**src/audio_pkg.sv**
```systemverilog
//~~~~~~~~~~~~~~~~~~~~~~~~~~~~~~~~~~~~~~~~~~~~~~~~
// shared widths, types and S/PDIF constants for the PCM audio bridge
//~~~~~~~~~~~~~~~~~~~~~~~~~~~~~~~~~~~~~~~~~~~~~~~~

package audio_pkg;

   // one PCM word as carried on the I2S link
   localparam int unsigned SAMPLE_W = 32;

   // bck cycles per stereo I2S frame, also cells per S/PDIF subframe
   localparam int unsigned FRAME_BITS = 64;

   // audio bits per subframe, taken from the top of the sample
   localparam int unsigned SPDIF_AUDIO_W = 24;

   // left word sits in the upper half
   typedef struct packed {
      logic [SAMPLE_W-1:0] left;
      logic [SAMPLE_W-1:0] right;
   } stereo_sample_t;

   // receiver alignment states
   typedef enum logic [1:0] {
      RX_IDLE = 2'd0,
      RX_SYNC = 2'd1,
      RX_WORK = 2'd2
   } rx_state_e;

   // preamble cell bytes, one cell per bit, sent MSB first
   typedef enum logic [7:0] {
      PRE_X = 8'b1001_0011,
      PRE_Y = 8'b1001_0110,
      PRE_Z = 8'b1001_1100
   } spdif_preamble_e;

   // consumer channel status, first 24 bits of the block, MSB first
   localparam logic [23:0] DEFAULT_CHANNEL_STATUS = 24'b0010_0000_0000_0000_0100_0000;

endpackage

```
**src/biphase_encoder.sv**
```systemverilog
//~~~~~~~~~~~~~~~~~~~~~~~~~~~~~~~~~~~~~~~~~~~~~~~~
// biphase-mark line coder, one cell per bck, loaded a byte at a time
//~~~~~~~~~~~~~~~~~~~~~~~~~~~~~~~~~~~~~~~~~~~~~~~~
`timescale 1ns/10ps

module biphase_encoder (
   input  logic       bck,
   input  logic       reset_n,
   input  logic       start_i,
   input  logic [7:0] cells_i,
   input  logic       load_i,
   output logic       spdif_o
);

   logic       clr_n;
   logic [7:0] cell_shift;

   assign clr_n = reset_n & start_i;

   // cell shifter, MSB is the cell on the line next
   always_ff @(posedge bck or negedge clr_n) begin
      if (!clr_n) begin
         cell_shift <= '0;
      end else if (load_i) begin
         cell_shift <= cells_i;
      end else begin
         cell_shift <= {cell_shift[6:0], 1'b0};
      end
   end

   // a 1 cell flips the line, a 0 cell holds it
   always_ff @(posedge bck or negedge clr_n) begin
      if (!clr_n) begin
         spdif_o <= 1'b0;
      end else if (cell_shift[7]) begin
         spdif_o <= ~spdif_o;
      end
   end

endmodule

```
**src/i2s_rx.sv**
```systemverilog
//~~~~~~~~~~~~~~~~~~~~~~~~~~~~~~~~~~~~~~~~~~~~~~~~
// I2S slave receiver, 32-bit words, 64 bck per frame
// aligns once on the first lrck fall, then free-runs
//~~~~~~~~~~~~~~~~~~~~~~~~~~~~~~~~~~~~~~~~~~~~~~~~
`timescale 1ns/10ps

module i2s_rx import audio_pkg::*; (
   input  logic           bck,
   input  logic           reset_n,
   input  logic           start_i,
   input  logic           lrck_i,
   input  logic           data_i,
   output stereo_sample_t sample_o,
   output logic           sample_valid_o
);

   localparam int unsigned BIT_W = $clog2(FRAME_BITS);

   logic                clr_n;
   logic                lrck_q;
   logic                lrck_fall;
   rx_state_e           state;
   logic [BIT_W-1:0]    bit_cnt;
   logic [SAMPLE_W-1:0] shift_word;
   logic [SAMPLE_W-1:0] left_word;
   logic [SAMPLE_W-1:0] next_word;

   // engine is held clear while start is low
   assign clr_n = reset_n & start_i;

   // left channel begins when lrck drops
   assign lrck_fall = lrck_q & ~lrck_i;
   assign next_word = {shift_word[SAMPLE_W-2:0], data_i};

   always_ff @(posedge bck or negedge clr_n) begin
      if (!clr_n) begin
         lrck_q         <= 1'b0;
         state          <= RX_IDLE;
         bit_cnt        <= '0;
         sample_o       <= '0;
         sample_valid_o <= 1'b0;
      end else begin
         lrck_q         <= lrck_i;
         sample_valid_o <= 1'b0;
         case (state)
            RX_IDLE: begin
               state <= RX_SYNC;
            end
            RX_SYNC: begin
               // next bck carries the left MSB
               if (lrck_fall) begin
                  state   <= RX_WORK;
                  bit_cnt <= '0;
               end
            end
            RX_WORK: begin
               // no realignment after the first frame
               bit_cnt <= bit_cnt + 1'b1;
               if (bit_cnt == BIT_W'(FRAME_BITS - 1)) begin
                  sample_o.left  <= left_word;
                  sample_o.right <= next_word;
                  sample_valid_o <= 1'b1;
               end
            end
            default: begin
               state <= RX_IDLE;
            end
         endcase
      end
   end

   // word assembly, MSB first
   always_ff @(posedge bck) begin
      if (state == RX_WORK) begin
         shift_word <= next_word;
         if (bit_cnt == BIT_W'(SAMPLE_W - 1)) begin
            left_word <= next_word;
         end
      end
   end

   // one publish per 64-bit frame
   a_valid_single : assert property (
      @(posedge bck) disable iff (!clr_n)
      sample_valid_o |=> !sample_valid_o
   ) else $error("i2s_rx: sample_valid_o high for more than one cycle");

endmodule

```
**src/i2s_tx.sv**
```systemverilog
//~~~~~~~~~~~~~~~~~~~~~~~~~~~~~~~~~~~~~~~~~~~~~~~~
// I2S transmitter, resends the held stereo pair at 64 bck per frame
//~~~~~~~~~~~~~~~~~~~~~~~~~~~~~~~~~~~~~~~~~~~~~~~~
`timescale 1ns/10ps

module i2s_tx import audio_pkg::*; (
   input  logic           bck,
   input  logic           reset_n,
   input  logic           start_i,
   input  stereo_sample_t sample_i,
   output logic           lrck_o,
   output logic           data_o
);

   localparam int unsigned BIT_W = $clog2(FRAME_BITS);

   logic                  clr_n;
   logic [BIT_W-1:0]      cnt;
   logic [2*SAMPLE_W-1:0] shift_frame;

   assign clr_n = reset_n & start_i;

   // low half of the frame is left
   assign lrck_o = cnt[BIT_W-1];

   always_ff @(posedge bck or negedge clr_n) begin
      if (!clr_n) begin
         cnt         <= '0;
         shift_frame <= '0;
         data_o      <= 1'b0;
      end else begin
         cnt <= cnt + 1'b1;
         // pick up the latest pair just before the frame wraps
         if (cnt == BIT_W'(FRAME_BITS - 1)) begin
            shift_frame <= sample_i;
         end else begin
            shift_frame <= {shift_frame[2*SAMPLE_W-2:0], 1'b0};
         end
         // one bck behind lrck, as I2S expects
         data_o <= shift_frame[2*SAMPLE_W-1];
      end
   end

   a_lrck_edges : assert property (
      @(posedge bck) disable iff (!clr_n)
      $changed(lrck_o) |-> (cnt == '0 || cnt == BIT_W'(FRAME_BITS / 2))
   ) else $error("i2s_tx: lrck_o moved away from a half-frame boundary");

endmodule

```
**src/pcm_bridge_top.sv**
```systemverilog
//~~~~~~~~~~~~~~~~~~~~~~~~~~~~~~~~~~~~~~~~~~~~~~~~
// PCM bridge top, I2S in, I2S and S/PDIF out, all on bck
//~~~~~~~~~~~~~~~~~~~~~~~~~~~~~~~~~~~~~~~~~~~~~~~~
`timescale 1ns/10ps

module pcm_bridge_top import audio_pkg::*; #(
   parameter int unsigned BLOCK_FRAMES   = 192,
   parameter logic [23:0] CHANNEL_STATUS = DEFAULT_CHANNEL_STATUS
) (
   input  logic           bck,
   input  logic           reset_n,
   input  logic           start_i,
   input  logic           i2s_lrck_i,
   input  logic           i2s_data_i,
   output stereo_sample_t sample_o,
   output logic           sample_valid_o,
   output logic           i2s_lrck_o,
   output logic           i2s_data_o,
   output logic           spdif_o
);

   logic [7:0] cells;
   logic       cell_load;

   i2s_rx i2s_rx_inst (
      .bck            (bck),
      .reset_n        (reset_n),
      .start_i        (start_i),
      .lrck_i         (i2s_lrck_i),
      .data_i         (i2s_data_i),
      .sample_o       (sample_o),
      .sample_valid_o (sample_valid_o)
   );

   i2s_tx i2s_tx_inst (
      .bck      (bck),
      .reset_n  (reset_n),
      .start_i  (start_i),
      .sample_i (sample_o),
      .lrck_o   (i2s_lrck_o),
      .data_o   (i2s_data_o)
   );

   spdif_framer #(
      .BLOCK_FRAMES   (BLOCK_FRAMES),
      .CHANNEL_STATUS (CHANNEL_STATUS)
   ) spdif_framer_inst (
      .bck      (bck),
      .reset_n  (reset_n),
      .start_i  (start_i),
      .sample_i (sample_o),
      .cells_o  (cells),
      .load_o   (cell_load)
   );

   biphase_encoder biphase_encoder_inst (
      .bck     (bck),
      .reset_n (reset_n),
      .start_i (start_i),
      .cells_i (cells),
      .load_i  (cell_load),
      .spdif_o (spdif_o)
   );

endmodule

```
**src/spdif_framer.sv**
```systemverilog
//~~~~~~~~~~~~~~~~~~~~~~~~~~~~~~~~~~~~~~~~~~~~~~~~
// S/PDIF framer, one byte of biphase cells every 8 bck
// feed cells_o/load_o straight into the biphase encoder
//~~~~~~~~~~~~~~~~~~~~~~~~~~~~~~~~~~~~~~~~~~~~~~~~
`timescale 1ns/10ps

module spdif_framer import audio_pkg::*; #(
   parameter int unsigned BLOCK_FRAMES   = 192,
   parameter logic [23:0] CHANNEL_STATUS = DEFAULT_CHANNEL_STATUS
) (
   input  logic           bck,
   input  logic           reset_n,
   input  logic           start_i,
   input  stereo_sample_t sample_i,
   output logic [7:0]     cells_o,
   output logic           load_o
);

   localparam int unsigned SUBFRAMES = 2 * BLOCK_FRAMES;
   localparam int unsigned SUB_W     = $clog2(SUBFRAMES);
   localparam int unsigned BIT_W     = $clog2(FRAME_BITS);
   localparam int unsigned CS_W      = $bits(CHANNEL_STATUS);

   logic                     clr_n;
   logic [BIT_W-1:0]         bit_cnt;
   logic [SUB_W-1:0]         sub_cnt;
   logic [SPDIF_AUDIO_W-1:0] audio;
   logic [CS_W-1:0]          cs_shift;
   logic                     c_bit;
   logic                     parity;
   logic                     byte_start;
   logic [2:0]               byte_idx;
   spdif_preamble_e          preamble;
   logic [7:0]               next_cells;

   // each audio slot is a clock cell followed by the data cell
   function automatic logic [7:0] slot_cells(input logic [3:0] bits);
      return {1'b1, bits[0], 1'b1, bits[1], 1'b1, bits[2], 1'b1, bits[3]};
   endfunction

   assign clr_n      = reset_n & start_i;
   assign byte_start = (bit_cnt[2:0] == 3'd0);
   assign byte_idx   = bit_cnt[BIT_W-1 -: 3];
   assign c_bit      = cs_shift[CS_W-1];

   // V and U are zero, so only audio and C enter the even parity
   assign parity = ^{audio, c_bit};

   always_comb begin
      if (sub_cnt == '0) begin
         preamble = PRE_Z;
      end else if (!sub_cnt[0]) begin
         preamble = PRE_X;
      end else begin
         preamble = PRE_Y;
      end
   end

   always_comb begin
      case (byte_idx)
         3'd0:    next_cells = preamble;
         3'd1:    next_cells = slot_cells(audio[3:0]);
         3'd2:    next_cells = slot_cells(audio[7:4]);
         3'd3:    next_cells = slot_cells(audio[11:8]);
         3'd4:    next_cells = slot_cells(audio[15:12]);
         3'd5:    next_cells = slot_cells(audio[19:16]);
         3'd6:    next_cells = slot_cells(audio[23:20]);
         // V, U, C, P
         default: next_cells = {1'b1, 1'b0, 1'b1, 1'b0, 1'b1, c_bit, 1'b1, parity};
      endcase
   end

   always_ff @(posedge bck or negedge clr_n) begin
      if (!clr_n) begin
         bit_cnt  <= '0;
         sub_cnt  <= '0;
         cs_shift <= '0;
         cells_o  <= '0;
         load_o   <= 1'b0;
      end else begin
         bit_cnt <= bit_cnt + 1'b1;
         load_o  <= byte_start;
         if (byte_start) begin
            cells_o <= next_cells;
         end
         if (bit_cnt == BIT_W'(FRAME_BITS - 1)) begin
            if (sub_cnt == SUB_W'(SUBFRAMES - 1)) begin
               sub_cnt <= '0;
            end else begin
               sub_cnt <= sub_cnt + 1'b1;
            end
         end
         // status reloads on Z, advances on every other left subframe
         if (bit_cnt == '0) begin
            if (sub_cnt == '0) begin
               cs_shift <= CHANNEL_STATUS;
            end else if (!sub_cnt[0]) begin
               cs_shift <= {cs_shift[CS_W-2:0], 1'b0};
            end
         end
      end
   end

   // latch this subframe's channel word while the preamble goes out
   always_ff @(posedge bck) begin
      if (bit_cnt == '0) begin
         audio <= sub_cnt[0] ? sample_i.right[SAMPLE_W-1 -: SPDIF_AUDIO_W]
                             : sample_i.left[SAMPLE_W-1 -: SPDIF_AUDIO_W];
      end
   end

   a_load_period : assert property (
      @(posedge bck) disable iff (!clr_n)
      load_o |=> (!load_o) [*7] ##1 load_o
   ) else $error("spdif_framer: load_o period is not 8 cycles");

endmodule

```
**config.mk**
```make
export PLATFORM = sky130hd
export DESIGN_NAME = pcm_bridge_top
export DESIGN_NICKNAME = d
export VERILOG_FILES = /design/src/audio_pkg.sv /design/src/biphase_encoder.sv /design/src/i2s_rx.sv /design/src/i2s_tx.sv /design/src/pcm_bridge_top.sv /design/src/spdif_framer.sv
export SDC_FILE = /design/constraint.sdc
export NUM_CORES = 1
export LEC_CHECK = 0
export ABC_AREA = 1
export BUFFER_PORTS_ARGS = -buffer_cell sky130_fd_sc_hd__buf_4
export CORE_ASPECT_RATIO = 1.5
export CORE_MARGIN = 8
export CORE_UTILIZATION = 35
export CTS_CLUSTER_SIZE = 28
export DETAILED_ROUTE_END_ITERATION = 7
export PLACE_DENSITY = 0.49
export SLEW_MARGIN = 20
export SYNTH_ARGS = -nofsm -noshare
export SYNTH_HDL_FRONTEND = slang
export SYNTH_SLANG_ARGS = --single-unit
```
**constraint.sdc**
```tcl
create_clock -name bck -period 8.1 [get_ports bck]
set_input_delay 1.215 -clock bck [delete_from_list [all_inputs] [get_ports bck]]
set_output_delay 1.215 -clock bck [all_outputs]
set_load 0.02 [all_outputs]
```
# After elaboration in Yosys (flattened, before gate mapping)
# Index checks and enable logic that the tools add are counted.
# W data, S select, Z words.
[classes]
n_addsub = 4
n_reduce_logical = 12
mux = 15
bitwise_logic = 5
n_eq_ne = 15
[op_table]
columns = ["cell", "count"]
rows = [
  ["$mux W24", 3],
  ["$mux W64", 1],
  ["$pmux W8 S7", 1],
  ["$reduce_xor A25 Y1", 1],
  ["$add A6 B1 Y6 const B", 3],
  ["$eq A6 B6 Y1 const B", 3],
  ["$pmux W6 S2", 1],
  ["$reduce_and A2 Y1", 5],
  ["$add A9 B1 Y9 const B", 1],
  ["$eq A3 B3 Y1 const B", 3],
  ["$eq A9 B9 Y1 const B", 1],
  ["$logic_not A9 Y1", 1],
  ["$mux W9", 1],
  ["$mux W8", 1],
  ["$eq A3 B2 Y1 const B", 2],
  ["$eq A6 B5 Y1 const B", 1],
  ["$logic_not A3 Y1", 2],
  ["$logic_not A6 Y1", 1],
  ["$mux W6", 1],
  ["$pmux W2 S3", 1],
  ["$mux W4", 1],
  ["$eq A3 B1 Y1 const B", 1],
  ["$mux W3", 1],
  ["$not A1 Y1", 3],
  ["other kinds (9)", 11],
]
[totals]
register_bits = 289
in_bits = 5
wordCells = 70

# Depth between registers and ports, before layout
# Gate-level depths: netlist (run 1).
[depth]
ltp_word = 4
ltp_mapped = 14
depth_no_buf = 14

# Cells and area by module
# Synthesis (run 1) repeated with hierarchy kept, for this count alone.
[unflattened]
cells_unflattened = 1271
hier_area_um2 = 12370.6
[by_module_without_submodules]
columns = ["mod", "n_inst", "seq_area_each_um2", "cells_per_inst", "area_each_um2"]
rows = [
  ["i2s_rx", 1, 3743.6, 394, 4849.7],
  ["spdif_framer", 1, 1771.7, 464, 3617.2],
  ["i2s_tx", 1, 1776.7, 372, 3550.9],
  ["biphase_encoder", 1, 225.2, 41, 352.8],
]

# Worst setup path before layout (run 1)
# OpenSTA, ideal clock, no wires.
[synth_timing]
path_kind = "register to register"
start = "reg i2s_rx_inst.state[0]"
end = "reg i2s_rx_inst.left_word[0] (enable)"
path_buffers = 0
t_arrival_ps = 2557
path_stages_with_launch = 4
slack_ps = 5122
path_cell_list = "dfrtp_1 -> nor2_4 -> nand2_1 -> nor2_1"
[synth_between]
elab_chain_cells = 2
[synth_rtl]
columns = ["item", "line_no", "text"]
rows = [
  ["from (decl)", "i2s_rx.sv:22", "rx_state_e state;"],
  ["from (signal assigned)", "i2s_rx.sv:38", "state <= RX_IDLE;"],
  ["from (signal assigned)", "i2s_rx.sv:47", "state <= RX_SYNC;"],
  ["from (signal assigned)", "i2s_rx.sv:52", "state <= RX_WORK;"],
  ["$eq A2 B2 Y1", "i2s_rx.sv:74", "if (state == RX_WORK) begin"],
  ["$reduce_and A2 Y1 (no source line)", "-", ""],
  ["to (signal assigned)", "i2s_rx.sv:77", "left_word <= next_word;"],
  ["to (decl)", "i2s_rx.sv:25", "logic [SAMPLE_W-1:0] left_word;"],
]
# Every way passes these cells.
# A chain may end at the register's enable or synchronous reset.

# Worst setup path after layout (run 1)
[layout_timing]
start = "reg i2s_rx_inst.sample_o[43] (netlist name)"
end = "out sample_o[43] (netlist bit)"
[layout_lines]
columns = ["item", "line_no", "text"]
rows = [
  ["to (decl)", "pcm_bridge_top.sv:15", "output stereo_sample_t sample_o,"],
]
# No word-level cell between the ends.

==> impl_metrics.toml, run 1 <==
[die]
die_height_um = 235
ios = 73
initial_core_util_pct = 35.3
rows = 80
core_area_um2 = 31700
die_x_um = 162
dieArea_um2 = 38100

[logic_synthesis]
ys.flop_type = "dfrtp_1"
synth.most_common_cell = "nand2_1"
synth_seq_area_share_pct = 67.1
mappedNetlistNets = 1158
synth_area_leader_cell = "dfrtp_1"
syn_area_per_cell_um2 = 9.77
syn-instance-count = 1147
syn_area_um2 = 11200
yosysWarnings = 0
yosys-top-cells-area = "dfrtp_1 (44%), edfxtp_1 (23%), nand2_1 (20%)"
synthArstFlopShare_pct = 69.3
ys_types = 40
synth_edf_count = 87
ys_ff_latch = 283
yosys-top-cells-count = "nand2_1 (590), dfrtp_1 (196), edfxtp_1 (87)"
synth_top_area_share_pct = 43.8

[worst_hold_path]
min_path_type = "reg2reg"

[timing]
maxSlewViolCount = 0
fin_hold_ws_ps = 354
relSlewSlack_pct = 46.1
skew_ps = 11.0
worst_slew_pin_slew_ps = 807
period_share_pct = 30.0
setup-violations-final = 0
fmax_mhz = 411
post-route-min-period_ps = 2430
rsz0062_at_grt = "false"
hold_violations = 0
tns_ps = 0

[worst_setup_path]
slowest_delay_ps = 490
cp-end-kind = "output pin"
crit_type = "reg2out"
cp_num_buf_inv = 1
path_delay_family = "flip-flops"
worst-path-max-fanout = 4
cp_cell_sequence = "buf_4"
required_ps = 6880
crit_path_start_kind = "flop"
slowest_stage = "dfrtp_1"
worst-endpoint-arrival_ps = 1220

[clock_tree]
insertion_delay_ps = 530
cts.sinks = 283
cts_made_buffers = 27
htree_levels = 1
cts_buffer_depth = 3
cts-root-buf = "clkbuf_16"
cts_hold_buf = 0
cts_setup_buffers = 0
cts_resized = 0
cts_tree = "done"
clkTransAtPathRegs_ps = 60

[detailed_routing]
num_vias = 7462
ant_nets = 0
via_per_inst = 4.52
drcViolationCount = 0
routed_wl_um = 25200
first_pass_iters = 4
drtIter0Drc = 306
routedWlPerCell_um = 15.2

[placement]
postPlaceCellArea_um2 = 12200
dp_hpwl_um = 16900
io_buffers = 72
gp_congestion = 0.813
placed_cells = 1603

[global_routing]
grt_antenna_before_repair = 0
grt_pass1_vias = 7591
grt_max_degree = 93
grt.total_usage_pct = 13.5
overflow = 0
grt_pass1_wl_um = 41400

[final_layout]
finalInstanceArea_um2 = 13000
n_antenna_cell = 0
finalNonFillerCells = 1652
final_nets = 1234
final_layout_size_suffix_gt1_share_pct = 11.5
area_growth_pct = 16.1

[run_status]
status = "finished clean"

[pwr]
powerDensity_nw_per_um2 = 210
irDropWorstVdd_v = 0.000196
leakage_uw = 0.00652

[flow_run]
maxCapViolations = 0
per-stage QoR:
step                worst slack (ps)  utilization, %  power (µW)
floorplan                       1520               -        1570
global placement                5310            38.4        1590
detailed placement              5330            38.4        1590
CTS                             5600            40.9        2780
global route                    5300            41.0        2840
finish                          5670            41.0        2730
final cells by class:
| class | instances | area, µm² |
|---|---|---|
| clock buffer | 40 | 744 |
| clock inverter | 8 | 67.6 |
| fill | 3125 | 18700 |
| inverter | 84 | 323 |
| multi-input combinational | 745 | 3210 |
| sequential | 283 | 7520 |
| tap | 410 | 513 |
| timing repair buffer | 82 | 636 |
routing by layer:
| layer | vias to the layer above | global-route usage, % | share of wire [%] | wire (µm) |
|---|---|---|---|---|
| met5 | - | 0 | 0 | 0 |
| met4 | 0 | 4.56 | 2.6 | 651 |
| met2 | 109 | 23.8 | 52 | 13000 |
| met1 | 3554 | 16.1 | 42 | 10700 |
| met3 | 40 | 2.28 | 3.5 | 878 |
| li1 | 3759 | - | - | - |
report_power, final:
group | internal (µW) | switching [µW] | total [µW]
Clock | 666 | 511 | 1180
Combinational | 9.99 | 37.4 | 47.4
Sequential | 1490 | 14.7 | 1510
Total | 2170 | 563 | 2730
kinds of logic (layout without fill, tap and decap cells):
kind of cell / count (synthesis) / after routing / share of synthesized area, %
buffers and inverters: 119 / 214 / 4.40
flip-flops: 283 / 283 / 67.1
AO/OA/AOI/OAI: 62 / 62 / 3.17
XOR/XNOR: 11 / 11 / 0.860
adder cells (fa/ha/maj): 6 / 6 / 0.670
multiplexers: 3 / 3 / 0.290
AND/OR/NAND/NOR: 663 / 663 / 23.5
registers in the layout, indices dropped and copies added (netlist names), 2 cells and up:
signal and flops:
i2s_rx_inst.bit_cnt 6, spdif_framer_inst.cs_shift 18, i2s_rx_inst.left_word 32, i2s_rx_inst.sample_o 64, spdif_framer_inst.sub_cnt 9, i2s_tx_inst.shift_frame 64, i2s_tx_inst.cnt 6, spdif_framer_inst.bit_cnt 6
biphase_encoder_inst.cell_shift 8, i2s_rx_inst.state 2, i2s_rx_inst.shift_word 31, spdif_framer_inst.cells_o 8, spdif_framer_inst.audio 24
layout by cell type (no fill, tap or decap), types with 2 or more instances in the layout:
cell	count
edfxtp_1	87
xor2_1	10
nand4_1	2
nand2_2	2
a22oi_1	2
mux2_2	2
inv_1	77
clkinv_2	5
buf_4	81
clkbuf_1	11
nand2_1	590
nand3_1	22
nor2_4	5
clkbuf_16	27
a21oi_1	14
nor3_1	5
ha_1	6
dfrtp_1	196
nor3_2	3
o21ai_0	17
clkbuf_8	2
nor2_1	22
nand3_2	3
nor4_1	2
o22ai_1	24
inv_2	6
worst paths after layout:
check                                                end                    startpoint  depth (start not counted)  slack [ps]
min                                   i2s_tx_inst.data_o   i2s_tx_inst.shift_frame[63]                          0         350
min reg2reg                           i2s_tx_inst.data_o   i2s_tx_inst.shift_frame[63]                          0         350
max                                         sample_o[43]      i2s_rx_inst.sample_o[43]                          1        5670
max in group asynchronous    i2s_tx_inst.shift_frame[22]                       reset_n                          4        5980
max reg2reg                spdif_framer_inst.cs_shift[7]  spdif_framer_inst.bit_cnt[0]                         10        5670
min in group asynchronous   spdif_framer_inst.bit_cnt[4]                       start_i                          3         890
No activity file was read; power rests on OpenSTA's default activity.
==> run 2: changes to the inputs <==
==> constraint.sdc (replaced) <==
create_clock -name bck -period 2.3 [get_ports bck]
set_input_delay 0.345 -clock bck [delete_from_list [all_inputs] [get_ports bck]]
set_output_delay 0.345 -clock bck [all_outputs]
set_load 0.02 [all_outputs]
==> impl_metrics.toml, run 2 (synthesis results as in run 1) <==
[run_status]
status = "finished clean"

[placement]
dp_hpwl_um = 17100
dp_slack_ps = 453
io_buffers = 72
gp_congestion = 0.811

[timing]
post-route-min-period_ps = 1840
worst_slew_pin_slew_ps = 592
period_share_pct = 79.9
hold_violations = 0
relSlewSlack_pct = 60.5
worst_slack_ps = 463
maxSlewViolCount = 0
rsz0062_at_grt = "false"
fmax_mhz = 544
skew_ps = 11.3
setup-violations-final = 0

[global_routing]
grt_antenna_before_repair = 0
grt.total_usage_pct = 13.8
grt_pass1_vias = 7831
grt_pass1_wl_um = 42500
grt_max_degree = 68
overflow = 0

[worst_setup_path]
crit_path_start_kind = "flop"
r2r_start = "spdif_framer_inst.bit_cnt[0]"
cp-end-kind = "flop"
worst-endpoint-arrival_ps = 2320
cp-startpoint = "spdif_framer_inst.bit_cnt[0]"
required_ps = 2780
worst-path-max-fanout = 18
crit_type = "reg2reg"

[clock_tree]
clkTransAtPathRegs_ps = 70
cts_made_buffers = 30
cts-root-buf = "clkbuf_16"
insertion_delay_ps = 560
htree_levels = 1
cts.sinks = 283
cts_tree = "done"
cts_buffer_depth = 3
cts_setup_buffers = 0

[detailed_routing]
ant_nets = 0
via_per_inst = 4.53
drcViolationCount = 0
first_pass_iters = 4
num_vias = 7572
routed_wl_um = 25700
routedWlPerCell_um = 15.4
drtIter0Drc = 327

[flow_run]
maxCapViolations = 0

[pwr]
leakage_uw = 0.00669
powerDensity_nw_per_um2 = 772
p_int_uw = 8110
p_clk_share_pct = 46.6
p_sw_share_pct = 21.4
irDropWorstVdd_v = 0.000584
switching_power_uw = 2210
power_frac_seq_pct = 51.5
combPwrFrac_pct = 1.9

[die]
dieArea_um2 = 38100
core_area_um2 = 31700
rows = 80
ios = 73
die_x_um = 162
die_height_um = 235
initial_core_util_pct = 35.3

[final_layout]
final_common_cell = "nand2_1"
final_core_util_pct = 42.1
n_antenna_cell = 0
layout_common_cells = "nand2_1 (589), dfrtp_1 (196), edfxtp_1 (87)"
area_growth_pct = 19.3
final_layout_size_suffix_gt1_share_pct = 13.0
top_regs = "i2s_rx_inst.sample_o x64, i2s_tx_inst.shift_frame x64, i2s_rx_inst.left_word x32"
final_nets = 1248

[worst_hold_path]
worstHoldStart = "i2s_tx_inst.shift_frame[63]"
min_path_type = "reg2reg"
-- run 2: critical path: stages, from the launching register on --
cell and delay (ps):
dfrtp_1 390, inv_1 90, ha_1 160, inv_1 60, nor2_4 130, inv_2 120
nor2_4 130, nand2_1 120, nand2_2 320, nand3_1 120, o21ai_0 90
-- run 2: layer usage --
metal	global-route usage [%]	up-vias	wire length, µm
met5	0	-	0
met4	4.93	0	665
met3	2.36	38	991
met2	25.0	103	13500
met1	16.0	3635	10600
li1	-	3796	-
-- run 2: layout make-up --
class	instances	area, µm²
clock buffer	39	836
timing repair buffer	93	808
clock inverter	17	154
multi-input combinational	745	3230
tap	410	513
fill	3070	18400
sequential	283	7520
inverter	84	319
-- run 2: power groups by stage --
stage                     Combinational, µW  Sequential (µW)  Clock [µW]
after detailed placement                198             5410           0
after CTS                               204             5310        4960
after global routing                    228             5320        5140
after floorplan                         119             5400           0
final                                   194             5310        4810
after global placement                  194             5410           0
-- run 2: what timing repair did --
item / 4_1_cts / 5_1_grt
resized for setup: 0 / 0
hold endpoints to repair: 16 / 0
hold buffers: 4 / 0
-- run 2: worst paths after layout --
path / depth (start not counted) / end / slack, ps
setup / recovery: 10 / spdif_framer_inst.cs_shift[7] / 460
hold / removal: 0 / i2s_tx_inst.data_o / 350
setup reg to reg: 10 / spdif_framer_inst.cs_shift[7] / 460
hold reg to reg: 0 / i2s_tx_inst.data_o / 350
max in group asynchronous: 6 / i2s_rx_inst.sample_o[61] / 620
min in group asynchronous: 4 / spdif_framer_inst.sub_cnt[2] / 490
-- run 2: per-stage QoR --
step | hold WS (ps) | power (µW) | std cells | TNS, ps | cell area, µm²
after floorplan | 331 | 5520 | 1147 | -121690 | 11200
after global placement | 333 | 5600 | 1611 | 0 | 12300
after detailed placement | 341 | 5610 | 1611 | 0 | 12300
after CTS | 355 | 10500 | 1671 | 0 | 13400
after global routing | 365 | 10700 | 1671 | 0 | 13400
final | 351 | 10300 | 1671 | 0 | 13400
==> run 3: changes to the inputs <==
==> constraint.sdc (replaced) <==
create_clock -name bck -period 1.9 [get_ports bck]
set_input_delay 0.285 -clock bck [delete_from_list [all_inputs] [get_ports bck]]
set_output_delay 0.285 -clock bck [all_outputs]
set_load 0.02 [all_outputs]
==> impl_metrics.toml, run 3 (synthesis results as in run 1) <==
[final_layout]
multi_input_comb_area_um2 = 3240
top_regs = "i2s_rx_inst.sample_o x64, i2s_tx_inst.shift_frame x64, i2s_rx_inst.left_word x32"
layout_common_cells = "nand2_1 (586), dfrtp_1 (196), buf_4 (89)"
area_growth_pct = 19.9
final_common_cell = "nand2_1"
fillers = 3041
n_antenna_cell = 0
register_area_um2 = 7520
final_nets = 1258
final_layout_size_suffix_gt1_share_pct = 13.9

[clock_tree]
htree_levels = 1
insertion_delay_ps = 550
cts_tree = "done"
cts_made_buffers = 29
cts_buffer_depth = 3
cts-root-buf = "clkbuf_16"
clkTransAtPathRegs_ps = 60
cts.sinks = 283

[detailed_routing]
routedWlPerCell_um = 15.6
drtIter0Drc = 263
ant_nets = 0
num_vias = 7670
first_pass_iters = 4
drcViolationCount = 0
via_per_inst = 4.57
routed_wl_um = 26100

[worst_setup_path]
slowest_delay_ps = 360
cp-end-kind = "flop"
crit_path_start_kind = "flop"
slowest_stage = "dfrtp_1"
cp_num_buf_inv = 2
required_ps = 2340
path_delay_family = "simple AND/OR/NAND/NOR gates"
worst-path-max-fanout = 27
crit_type = "reg2reg"
cp_cell_sequence = "buf_4, ha_1, inv_1, nor4_1, nand3_1, and3b_1"
worst-endpoint-arrival_ps = 2150

[global_routing]
grt_antenna_before_repair = 0
grt.total_usage_pct = 14.2
grt_pass1_vias = 8125
grt_pass1_wl_um = 43500
overflow = 0
grt_max_degree = 52

[flow_run]
maxCapViolations = 0

[worst_hold_path]
min_path_type = "reg2reg"

[die]
die_x_um = 162
dieArea_um2 = 38100
rows = 80
ios = 73
initial_core_util_pct = 35.3
die_height_um = 235
core_area_um2 = 31700

[pwr]
switching_power_uw = 2630
p_sw_share_pct = 21.4
p_clk_share_pct = 45.6
leakage_uw = 0.00671
irDropWorstVdd_v = 0.00102
combPwrFrac_pct = 1.9
powerDensity_nw_per_um2 = 912
power_frac_seq_pct = 52.5
p_int_uw = 9630

[timing]
fmax_mhz = 584
worst_slew_pin_slew_ps = 567
tns_ps = 0
post-route-min-period_ps = 1710
hold_violations = 0
period_share_pct = 90.1
rsz0062_at_grt = "false"
setup-violations-final = 0
relSlewSlack_pct = 62.1
maxSlewViolCount = 0
skew_ps = 8.84
worst_slack_ps = 188

[run_status]
status = "finished clean"

[placement]
dp_slack_ps = 189
dp_hpwl_um = 17600
io_buffers = 72
gp_congestion = 0.811
==> run 3: path summary, 6_finish.rpt <==
kind,to,slack (ps),start,cells after the start
max in group asynchronous,i2s_rx_inst.bit_cnt[4],260,start_i,6
min,i2s_tx_inst.data_o,350,i2s_tx_inst.shift_frame[63],0
max,spdif_framer_inst.sub_cnt[5],190,spdif_framer_inst.sub_cnt[0],6
min reg2reg,i2s_tx_inst.data_o,350,i2s_tx_inst.shift_frame[63],0
max reg2reg,spdif_framer_inst.sub_cnt[5],190,spdif_framer_inst.sub_cnt[0],6
min in group asynchronous,spdif_framer_inst.bit_cnt[5],440,reset_n,4
==> run 3: worst register-to-register path: stages (launching register included) <==
cell and delay [ps]:
dfrtp_1 360, buf_4 330, ha_1 270, inv_1 50, nor4_1 190, nand3_1 190
and3b_1 200
==> run 3: per-layer routing <==
layer  global-route usage (%)  wire length [µm]
met5                        0                 0
met4                     5.09               745
met3                     2.64               926
met2                     25.8             13700
met1                     16.1             10700
==> run 3: power groups by stage <==
| stage | logic, µW | clock network, µW | registers [µW] |
|---|---|---|---|
| floorplan | 144 | 0 | 6530 |
| global placement | 236 | 0 | 6550 |
| detailed placement | 241 | 0 | 6550 |
| CTS | 247 | 5780 | 6430 |
| global route | 282 | 6010 | 6440 |
| finish | 235 | 5590 | 6430 |
==> run 3: cell type report <==
type                       count  share of cell area [%]
timing repair buffer         104                    6.84
clock buffer                  38                    5.88
inverter                      84                    2.39
multi-input combinational    745                    24.1
sequential                   283                    56.0
clock inverter                15                    1.02
tap                          410                    3.82
==> run 3: timing repair <==
action | in CTS | in global routing
hold buffers | 4 | 0
gates resized for setup | 0 | 1
setup endpoints to repair | 0 | 3
endpoints found under the hold margin | 18 | 0
buffers inserted | 0 | 0
==> run 3: metrics by stage <==
step                      util (%)  hold WS [ps]  total power, µW  cells  area (µm²)
final                         42.3           349            12300   1679       13400
after global routing          42.3           351            12700   1679       13400
after CTS                     42.3           349            12500   1679       13400
after detailed placement      39.3           335             6790   1622       12500
after global placement        39.3           334             6780   1622       12500
after floorplan                  -           316             6680   1147       11300
